**config.mk**
```make
export PLATFORM = sky130hd
export DESIGN_NAME = cc_queue
export DESIGN_NICKNAME = d
export VERILOG_FILES = /design/src/common/cc_pkg.sv /design/src/rate_ctrl/cc_rate_ctrl.sv /design/src/cc_pacer.sv /design/src/cc_queue.sv /design/src/cc_req_fifo.sv
export VERILOG_INCLUDE_DIRS = /design/src /design/src/common
export SDC_FILE = /design/constraint.sdc
export NUM_CORES = 2
export LEC_CHECK = 0
export BUFFER_PORTS_ARGS = -buffer_cell sky130_fd_sc_hd__clkbuf_2
export CAP_MARGIN = 10
export CORE_MARGIN = 2
export CORE_UTILIZATION = 55
export DETAILED_ROUTE_END_ITERATION = 8
export GPL_TIMING_DRIVEN = 0
export PLACE_DENSITY = 0.75
export REMOVE_ABC_BUFFERS = 1
export SKIP_CTS_REPAIR_TIMING = 1
export SLEW_MARGIN = 15
export SYNTH_ARGS = -nofsm -noshare
export SYNTH_HDL_FRONTEND = slang
export SYNTH_HIERARCHICAL = 1
export SYNTH_SLANG_ARGS = --single-unit
```
**constraint.sdc**
```tcl
create_clock -name aclk -period 9.2 [get_ports aclk]
set_input_delay 0 -clock aclk [delete_from_list [all_inputs] [get_ports aclk]]
set_output_delay 0 -clock aclk [all_outputs]
set_load 0.01 [all_outputs]
```
**src/common/cc_consts.svh**
```systemverilog
`ifndef CC_CONSTS_SVH
`define CC_CONSTS_SVH

// rate limits
`define CC_RATE_LINE    16'd65535  // line rate, reset value of both rates
`define CC_RAI          16'd512    // additive increase step

// alpha
`define CC_ALPHA_INIT   9'd256     // 1.0
`define CC_G            9'd16      // gain of 1/16 in alpha units

// periods in cycles
`define CC_MIN_DEC_GAP  8'd50      // decreases closer than this are dropped
`define CC_ALPHA_PERIOD 8'd55      // no mark for this long decays alpha
`define CC_INC_PERIOD   8'd100     // timer driven increase event

// thresholds
`define CC_F            3'd5       // fast recovery steps, unmarked count per increase

// request queue
`define CC_QDEPTH       16

`endif

```
**src/common/cc_pkg.sv**
```systemverilog
`default_nettype none

package cc_pkg;

    // release rate, fraction of one request per cycle in 1/65536 steps
    typedef logic [15:0] rate_t;

    // congestion estimate, 256 is 1.0
    typedef logic [8:0] alpha_t;

    typedef logic [7:0] cyc_cnt_t;   // cycle timers of the controller
    typedef logic [2:0] step_cnt_t;  // recovery steps and unmarked notifications

    typedef logic [1:0]  opcode_t;
    typedef logic [9:0]  qpn_t;
    typedef logic [47:0] vaddr_t;
    typedef logic [11:0] len_t;

    // send request as it travels through the queue, 72 bits
    typedef struct packed {
        opcode_t opcode;
        qpn_t    qpn;
        vaddr_t  vaddr;
        len_t    len;
    } dreq_t;

    // increase phase of the rate controller
    typedef enum logic {
        ST_FAST_RECOVERY,
        ST_ADDITIVE
    } cc_stage_t;

endpackage

`default_nettype wire

```
**src/rate_ctrl/cc_rate_ctrl.sv**
```systemverilog
`timescale 1ns/1ps
`default_nettype none

`include "cc_consts.svh"

module cc_rate_ctrl (
    input  wire                aclk,
    input  wire                aresetn,
    input  wire                ecn_valid,
    input  wire                ecn_mark,
    output logic               ecn_ready,
    output cc_pkg::rate_t      cur_rate
);

    cc_pkg::rate_t     rt;            // target rate
    cc_pkg::alpha_t    alpha;
    cc_pkg::cc_stage_t stage;
    cc_pkg::step_cnt_t step_cnt;
    cc_pkg::step_cnt_t unmarked_cnt;
    cc_pkg::cyc_cnt_t  inc_timer;
    cc_pkg::cyc_cnt_t  dec_gap;       // saturates, cycles since last decrease
    cc_pkg::cyc_cnt_t  mark_age;      // cycles since last accepted mark

    logic              accept;
    logic              mark_acc;
    logic              unmarked_acc;
    logic              do_dec;
    logic              inc_event;
    logic              decay;

    logic [24:0]       dec_prod;
    logic [16:0]       alpha_prod;
    cc_pkg::alpha_t    alpha_scaled;
    logic [16:0]       mean_sum;
    logic [16:0]       rt_sum;
    cc_pkg::rate_t     rt_add;
    logic [16:0]       add_sum;

    always_comb begin
        accept       = ecn_valid && ecn_ready;
        mark_acc     = accept && ecn_mark;
        unmarked_acc = accept && !ecn_mark;

        do_dec    = mark_acc && (dec_gap > `CC_MIN_DEC_GAP);
        inc_event = (inc_timer == `CC_INC_PERIOD) || (unmarked_cnt == `CC_F);
        decay     = !mark_acc && (mark_age == `CC_ALPHA_PERIOD);

        dec_prod     = cur_rate * alpha;
        alpha_prod   = (9'd256 - `CC_G) * alpha;  // shared by decrease and decay
        alpha_scaled = alpha_prod[16:8];

        mean_sum = cur_rate + rt;
        rt_sum   = rt + `CC_RAI;
        rt_add   = (rt_sum > `CC_RATE_LINE) ? `CC_RATE_LINE : rt_sum[15:0];
        add_sum  = cur_rate + rt_add;  // mean with the grown target
    end

    always_ff @(posedge aclk) begin
        if (!aresetn) begin
            ecn_ready    <= 1'b1;
            cur_rate     <= `CC_RATE_LINE;
            rt           <= `CC_RATE_LINE;
            alpha        <= `CC_ALPHA_INIT;
            stage        <= cc_pkg::ST_FAST_RECOVERY;
            step_cnt     <= '0;
            unmarked_cnt <= '0;
            inc_timer    <= '0;
            dec_gap      <= '0;
            mark_age     <= '0;
        end else begin
            ecn_ready <= !do_dec;  // one cycle pause after a decrease

            if (dec_gap != '1) begin
                dec_gap <= dec_gap + 1'b1;
            end

            if (mark_acc || decay) begin
                mark_age <= '0;
            end else begin
                mark_age <= mark_age + 1'b1;
            end

            if (decay) begin
                alpha <= alpha_scaled;
            end

            if (do_dec) begin
                rt           <= cur_rate;
                cur_rate     <= cur_rate - dec_prod[24:9];
                alpha        <= alpha_scaled + `CC_G;
                stage        <= cc_pkg::ST_FAST_RECOVERY;
                step_cnt     <= '0;
                unmarked_cnt <= '0;
                inc_timer    <= '0;
                dec_gap      <= '0;
            end else begin
                inc_timer    <= inc_timer + 1'b1;
                unmarked_cnt <= unmarked_cnt + cc_pkg::step_cnt_t'(unmarked_acc);

                if (inc_event) begin
                    // only the counter that fired starts over
                    if (inc_timer == `CC_INC_PERIOD) begin
                        inc_timer <= '0;
                    end
                    if (unmarked_cnt == `CC_F) begin
                        unmarked_cnt <= cc_pkg::step_cnt_t'(unmarked_acc);
                    end

                    if (stage == cc_pkg::ST_FAST_RECOVERY) begin
                        cur_rate <= mean_sum[16:1];
                        step_cnt <= step_cnt + 1'b1;
                        if (step_cnt == `CC_F - 3'd1) begin
                            stage <= cc_pkg::ST_ADDITIVE;
                        end
                    end else begin
                        rt       <= rt_add;
                        cur_rate <= add_sum[16:1];
                    end
                end
            end
        end
    end

endmodule

`default_nettype wire

```
**src/cc_pacer.sv**
```systemverilog
`timescale 1ns/1ps
`default_nettype none

module cc_pacer (
    input  wire                aclk,
    input  wire                aresetn,

    input  wire cc_pkg::rate_t cur_rate,

    input  wire                q_valid,
    input  wire cc_pkg::dreq_t q_data,
    output logic               q_ready,

    output logic               m_req_valid,
    output cc_pkg::dreq_t      m_req_data,
    input  wire                m_req_ready
);

    cc_pkg::rate_t acc;      // phase accumulator
    cc_pkg::rate_t acc_sum;
    logic          carry;
    logic          credit;   // at most one banked release
    logic          out_held;
    logic          take;

    always_comb begin
        {carry, acc_sum} = acc + cur_rate;
        out_held         = m_req_valid && !m_req_ready;
        take             = credit && q_valid && !out_held;
        q_ready          = take;
    end

    always_ff @(posedge aclk) begin
        if (!aresetn) begin
            acc         <= '0;
            credit      <= 1'b0;
            m_req_valid <= 1'b0;
        end else begin
            acc <= acc_sum;

            if (take) begin
                credit <= carry;  // a fresh carry refills the spent credit
            end else begin
                credit <= credit || carry;
            end

            if (take) begin
                m_req_valid <= 1'b1;
            end else if (m_req_ready) begin
                m_req_valid <= 1'b0;
            end
        end
    end

    always_ff @(posedge aclk) begin
        if (take) begin
            m_req_data <= q_data;
        end
    end

endmodule

`default_nettype wire

```
**src/cc_queue.sv**
```systemverilog
`timescale 1ns/1ps
`default_nettype none

`include "cc_consts.svh"

module cc_queue (
    input  wire                aclk,
    input  wire                aresetn,

    input  wire                s_req_valid,
    input  wire cc_pkg::dreq_t s_req_data,
    output wire                s_req_ready,

    output wire                m_req_valid,
    output wire cc_pkg::dreq_t m_req_data,
    input  wire                m_req_ready,

    input  wire                ecn_valid,
    input  wire                ecn_mark,
    output wire                ecn_ready,

    output wire cc_pkg::rate_t cur_rate      // monitoring
);

    wire                q_valid;
    wire cc_pkg::dreq_t q_data;
    wire                q_ready;

    cc_rate_ctrl u_rate_ctrl (
        .aclk      (aclk),
        .aresetn   (aresetn),
        .ecn_valid (ecn_valid),
        .ecn_mark  (ecn_mark),
        .ecn_ready (ecn_ready),
        .cur_rate  (cur_rate)
    );

    cc_req_fifo #(
        .QDEPTH (`CC_QDEPTH)
    ) u_req_fifo (
        .aclk        (aclk),
        .aresetn     (aresetn),
        .s_req_valid (s_req_valid),
        .s_req_data  (s_req_data),
        .s_req_ready (s_req_ready),
        .q_valid     (q_valid),
        .q_data      (q_data),
        .q_ready     (q_ready)
    );

    cc_pacer u_pacer (
        .aclk        (aclk),
        .aresetn     (aresetn),
        .cur_rate    (cur_rate),
        .q_valid     (q_valid),
        .q_data      (q_data),
        .q_ready     (q_ready),
        .m_req_valid (m_req_valid),
        .m_req_data  (m_req_data),
        .m_req_ready (m_req_ready)
    );

endmodule

`default_nettype wire

```
**src/cc_req_fifo.sv**
```systemverilog
`timescale 1ns/1ps
`default_nettype none

module cc_req_fifo #(
    parameter int unsigned QDEPTH = 16  // power of two, at least 2
) (
    input  wire                aclk,
    input  wire                aresetn,

    input  wire                s_req_valid,
    input  wire cc_pkg::dreq_t s_req_data,
    output logic               s_req_ready,

    output logic               q_valid,
    output cc_pkg::dreq_t      q_data,
    input  wire                q_ready
);

    localparam int unsigned AW = $clog2(QDEPTH);
    localparam int unsigned CW = $clog2(QDEPTH + 1);

    cc_pkg::dreq_t mem [QDEPTH];

    logic [AW-1:0] wr_ptr;
    logic [AW-1:0] rd_ptr;
    logic [CW-1:0] count;

    logic          wr_en;
    logic          rd_en;

    always_comb begin
        s_req_ready = (count != CW'(QDEPTH));
        q_valid     = (count != '0);
        q_data      = mem[rd_ptr];
        wr_en       = s_req_valid && s_req_ready;
        rd_en       = q_valid && q_ready;
    end

    always_ff @(posedge aclk) begin
        if (wr_en) begin
            mem[wr_ptr] <= s_req_data;
        end
    end

    always_ff @(posedge aclk) begin
        if (!aresetn) begin
            wr_ptr <= '0;
            rd_ptr <= '0;
            count  <= '0;
        end else begin
            if (wr_en) begin
                wr_ptr <= wr_ptr + 1'b1;  // wraps on its own
            end
            if (rd_en) begin
                rd_ptr <= rd_ptr + 1'b1;
            end

            case ({wr_en, rd_en})
                2'b10:   count <= count + 1'b1;
                2'b01:   count <= count - 1'b1;
                default: count <= count;
            endcase
        end
    end

endmodule

`default_nettype wire

```
; Word level (Yosys, flattened, before mapping)
; Memories as Yosys holds them, arrays and structs flattened. A register that Yosys moved wholly into a read port is not among the register bits.
; Cells that the tools add are included.
[classes]
add_sub_neg = 15
mul = 2
n_lt_le_gt_ge = 2
n_eq_ne = 8
muxes = 21
n_bitwise = 2
n_reduce_logical = 28
[ops]
columns = cell, n
row1 = $mux W16, 7
row2 = $add A16 B16 Y17, 3
row3 = $mul A16 B9 Y25, 1
row4 = $add A8 B1 Y8 const B, 3
row5 = $mux W9, 2
row6 = $add A16 B10 Y17 const B, 1
row7 = $gt A17 B16 Y1 const B, 1
row8 = $mux W8, 2
row9 = $sub A16 B16 Y16, 1
row10 = $mul A4 B9 Y13 const A, 1
row11 = $logic_and A1 B1 Y1, 10
row12 = $pmux W5 S2, 1
row13 = $reduce_bool A2 Y1, 5
row14 = $add A9 B5 Y9 const B, 1
row15 = $add A4 B1 Y4 const B, 2
row16 = $eq A8 B6 Y1 const B, 1
row17 = $eq A8 B7 Y1 const B, 1
row18 = $gt A8 B6 Y1 const B, 1
row19 = $ne A8 B8 Y1 const B, 1
row20 = $mux W1, 7
row21 = $eq A3 B3 Y1 const B, 2
row22 = $mux W3, 2
row23 = $add A5 B1 Y5 const B, 1
row24 = $logic_not A1 Y1, 5
row25 = other kinds (11), 16
[word_totals]
regBits = 104
ramBits = 1152
in_bits = 78
output_inout_bits = 91
wordCells = 95
n_memories = 1
[memory_table]
columns = name, words, word_bits, rd, rd_ports_with_merged_regs, wr, line_no
row1 = u_req_fifo.mem, 16, 72, 1, 1, 1, cc_req_fifo.sv:22  ; cc_pkg::dreq_t mem [QDEPTH];

; Logic depth before layout (Yosys ltp)
[logic_depth]
word_depth = 7
mapped_depth = 27
depth_no_buf = 26

; Modules after synthesis
; Netlist, hierarchy kept.
[modules_own_cells]
columns = module, instances, cells_each, area_each_um2, seq_area_each_um2
row1 = cc_req_fifo, 1, 1887, 44078.5, 34933.5
row2 = cc_rate_ctrl, 1, 1193, 9907.0, 1461.4
row3 = cc_pacer, 1, 208, 3412.0, 2522.4

; Worst setup path after synthesis
; OpenSTA, ideal clock, no wires.
[synth_path]
kind = flip-flop to flip-flop
from = reg u_req_fifo.count[1]
to = mem u_req_fifo/mem[0][0] (netlist name) (enable)
setup_time_ps = 591
arrival_time_ps = 5974
required_time_ps = 8609
slack_ps = 2635
stages_incl_launch_ff = 6
n_path_buf = 1
period_less_slack_ps = 6565
path_cell_list = dfxtp_1 -> buf_6 -> nor4_1 -> a21boi_1 -> nand2_1 -> nor3_1
[synth_between]
elab_chain_cells = 4
[synth_lines]
columns = item, line_no
row1 = from (decl), cc_req_fifo.sv:26  ; logic [CW-1:0] count;
row2 = from (signal assigned), cc_req_fifo.sv:59  ; 2'b10: count <= count + 1'b1;
row3 = from (signal assigned), cc_req_fifo.sv:60  ; 2'b01: count <= count - 1'b1;
row4 = from (signal assigned), cc_req_fifo.sv:61  ; default: count <= count;
row5 = $ne A5 B5 Y1, cc_req_fifo.sv:32  ; s_req_ready = (count != CW'(QDEPTH));
row6 = $logic_and A1 B1 Y1, cc_req_fifo.sv:35  ; wr_en = s_req_valid && s_req_ready;
row7 = $mux W1, cc_req_fifo.sv:40  ; if (wr_en) begin
row8 = $mux W1 (implied by the code), cc_req_fifo.sv:41  ; mem[wr_ptr] <= s_req_data;
row9 = to (decl), cc_req_fifo.sv:22
; No other way between the ends.

; Final worst setup path
[layout_path]
from = reg u_rate_ctrl.alpha[8]
to = reg u_rate_ctrl.cur_rate[15]
[layout_between]
elab_chain_cells = 3
[layout_lines]
columns = item, line_no
row1 = from (decl), cc_rate_ctrl.sv:16  ; cc_pkg::alpha_t alpha;
row2 = from (signal assigned), cc_rate_ctrl.sv:63  ; alpha <= `CC_ALPHA_INIT;
row3 = from (signal assigned), cc_rate_ctrl.sv:84  ; alpha <= alpha_scaled;
row4 = from (signal assigned), cc_rate_ctrl.sv:90  ; alpha <= alpha_scaled + `CC_G;
row5 = $mul A16 B9 Y25, cc_rate_ctrl.sv:48  ; dec_prod = cur_rate * alpha;
row6 = $sub A16 B16 Y16, cc_rate_ctrl.sv:89  ; cur_rate <= cur_rate - dec_prod[24:9];
row7 = $mux W16, cc_rate_ctrl.sv:87  ; if (do_dec) begin
row8 = to (signal assigned), cc_rate_ctrl.sv:61  ; cur_rate <= `CC_RATE_LINE;
row9 = to (signal assigned), cc_rate_ctrl.sv:89
row10 = to (signal assigned), cc_rate_ctrl.sv:110  ; cur_rate <= mean_sum[16:1];
row11 = to (decl), cc_rate_ctrl.sv:12  ; output cc_pkg::rate_t cur_rate
; No other way between the ends.
; A chain may end at the register's enable or synchronous reset.

==> flow_summary.ini <==
[outcome]
status = complete, no violations

[grt]
grt_use_total_pct = 26.2
antenna_found_initial = 10
grt_first_pass_wirelength_mm = 209
grt_remaining_overflow = 0
grt_pass1_vias = 32300
grt_max_degree = 71

[min_path]
hp-class = input port to flip-flop

[logic_synthesis]
synth_top_cell_area_share_pct = 64.0
synth_enable_flop_cells = 1224
synth_seq_cells = 1332
synth_warnings = 6
synthArstFlopShare_pct = 0
syn_area_per_cell_sq_um = 17.5
synth_ff_type = edfxtp_1
yosysSeqAreaShare_pct = 67.8
synth_cells = 3288
yosys.area.top_type = edfxtp_1
synth_area_sq_um = 57400
synthDistinctLibCells = 101
synthTopCellsByArea = edfxtp_1 (64%), mux4_2 (11%), fa_1 (4.0%), dfxtp_1 (3.8%), ha_1 (2.7%)

[floorplanning]
fp.dieW_um = 327
die_y_um = 327
pin_count = 169
coreArea_sq_um = 103000
start_util_pct = 55.5
num_rows = 118
die_area_sq_um = 107000

[sta]
tns_ns = 0
worst_slew_pin_slew_ns = 1.14
timing.final.crit_share_pct = 77.7
maxSlewViolCount = 0
max_clock_freq_ghz = 0.140
setup_viol = 0
hold_viol_final = 0
finalClockSkew_ns = 0.0408
min_period_ns = 7.15
slew_headroom_pct = 23.6
rsz0062_at_grt = false

[finish]
fin_nets = 3943
stdcell_area_sq_um = 66400
utilization_pct = 64.2
n_fill_cell = 6695
final_common_cell = edfxtp_1
most-common-layout-cells = edfxtp_1 (1,224), mux4_2 (288), nand2_1 (229)
multi_input_area_sq_um = 17300
register_area_sq_um = 38900
drive_gt1_share_pct = 22.0
area_growth_pct = 15.7

[placement]
gp_congestion = 0.870
io_buffers = 168
dp_hpwl_mm = 82.0
placed_cell_area_sq_um = 61700

[detailed_routing]
dr.first_iter.drc_count = 3488
wl_mm = 141
post-route-drc-count = 0
drt_pre_antenna_iters = 5
via_count = 32100
via_per_inst = 6.27
post_drt_wl_per_cell_um = 27.6
ant_nets = 0

[setup_path]
worstPathMaxFanout = 22
crit_family = adder cells
path_class = flip-flop to flip-flop
critPathLaunchType = flip-flop
crit_chain = and2_1 > fa_1 > fa_1 > fa_1 > inv_1 > fa_1 > inv_1 > ha_1 > or3_1 > o32a_1 > o211a_1 > or2_1 > xnor2_1 > ha_1 > a21o_1 > a21oi_1 > o22a_1 > nand3_1 > a41oi_1 > xnor3_1 > o211ai_1
cp_common_cell = fa_1
crit_buf_inv = 2
end_kind = flip-flop
critPathMaxStageDelay_ns = 1.08
required_ns = 9.81
crit_arrival_ns = 7.76
cpMaxStageDelayCell = dfxtp_1

[power]
powerDensity_nw_per_um2 = 246
irDropWorstVdd_uv = 275
p_leak_nw = 22.8

[clock_network]
clk_pin_slew_ns = 0.07
cts.sinks = 1332
htreeDepth = 3
clock_latency_ns = 0.73
clockBufferDepth = 3
root_buffer = clkbuf_16
tritoncts = yes
numCtsBuffers = 121

[job]
cap_violations = 0
-- where the power goes --
part,switching (mW),internal [mW]
clock network,2.25,2.77
logic,2.23,1.93
registers,0.194,7.00
-- cell usage after synthesis, types with 5 or more instances --
master,instances
o21bai_1,7
nor2_1,113
nand2b_1,23
a41oi_1,5
buf_4,14
nand4_1,13
a21oi_1,69
a22oi_1,145
mux2i_1,12
nand3_1,36
edfxtp_1,1224
mux4_2,288
xnor2_1,40
nand2_1,229
o21a_1,11
nor2b_1,15
and3_1,11
buf_2,20
a21o_1,25
clkbuf_1,90
xor2_1,31
ha_1,123
a211oi_1,15
and2_1,87
nand3b_1,7
dfxtp_1,108
o21ai_0,36
buf_1,21
o22ai_1,8
fa_1,115
nor4_1,5
inv_1,161
buf_6,11
o21ai_1,9
or3_1,7
o211ai_1,13
o22a_1,9
a31oi_1,10
nor3_1,24
o31ai_1,6
-- metal layers --
metal	vias to the layer above	GRT usage, %	share of wire (%)
li1	13600	-	-
met1	16500	34.5	37
met2	1644	44.2	51
met3	327	5.29	8.8
met4	14	8.63	3.1
met5	-	0	0.051
-- worst register-to-register path, delay by kind of cell (launching register included) --
kind	cells	cell delay, ns
xor gates and xnor gates	2	0.46
and+or+nand+nor	4	1.05
DFF	1	1.08
adders and majority gates	6	2.62
buffers and inverters	2	0.13
AOI/OAI and AO/OA	7	1.73
-- cell type report --
cell class | count | area share [%]
diodes | 4 | 0.0151
clock buffers | 139 | 4.69
clock inverters | 86 | 1.23
inverters | 162 | 0.915
multi-input cells | 1637 | 26.0
flip-flops and latches | 1332 | 58.6
well taps | 1380 | 2.60
repair buffers | 373 | 5.97
-- sequential cells by signal, indices dropped and copies added, names as in the netlist, named ones only --
register / flops
u_pacer/acc: 16
u_pacer/credit: 1
u_pacer/m_req_data: 72
u_pacer/m_req_valid: 1
u_rate_ctrl/alpha: 9
u_rate_ctrl/cur_rate: 16
u_rate_ctrl/dec_gap: 8
u_rate_ctrl/ecn_ready: 1
u_rate_ctrl/inc_timer: 8
u_rate_ctrl/mark_age: 8
u_rate_ctrl/rt: 16
u_rate_ctrl/stage: 1
u_rate_ctrl/step_cnt: 3
u_rate_ctrl/unmarked_cnt: 3
u_req_fifo/count: 5
u_req_fifo/mem: 1152
u_req_fifo/rd_ptr: 4
u_req_fifo/wr_ptr: 4
-- kinds of logic after synthesis --
| group | share of synthesized area, % |
|---|---|
| AOI/OAI and AO/OA | 5.35 |
| xor gates and xnor gates | 1.12 |
| adders and majority gates | 6.73 |
| buffers and inverters | 2.37 |
| DFF | 67.8 |
| muxes | 11.5 |
| and+or+nand+nor | 5.10 |
-- metrics by stage --
| stage | hold slack [ns] | worst slack, ns | std cells | total power [mW] |
|---|---|---|---|---|
| floorplan | 0.0619 | -3.78 | 3131 | 10.7 |
| global placement | 0.384 | -8.81 | 4679 | 11.5 |
| detailed placement | 0.388 | 2.19 | 4807 | 11.3 |
| CTS | -0.355 | 2.05 | 5032 | 16.4 |
| global route | 0.185 | 1.60 | 5111 | 17.0 |
| finish | 0.130 | 2.05 | 5113 | 16.4 |
-- worst paths after layout --
path | cells after the start | slack (ns) | from | to
max reg2reg | 21 | 2.05 | u_rate_ctrl/alpha[8]$_SDFFE_PN1P_ | u_rate_ctrl/cur_rate[15]$_SDFFE_PN1P_
max | 21 | 2.05 | u_rate_ctrl/alpha[8]$_SDFFE_PN1P_ | u_rate_ctrl/cur_rate[15]$_SDFFE_PN1P_
min | 5 | 0.13 | ecn_valid | u_rate_ctrl/cur_rate[1]$_SDFFE_PN1P_
min reg2reg | 1 | 0.46 | u_rate_ctrl/mark_age[0]$_SDFF_PP0_ | u_rate_ctrl/mark_age[0]$_SDFF_PP0_
(Power assumes the default switching activity.)
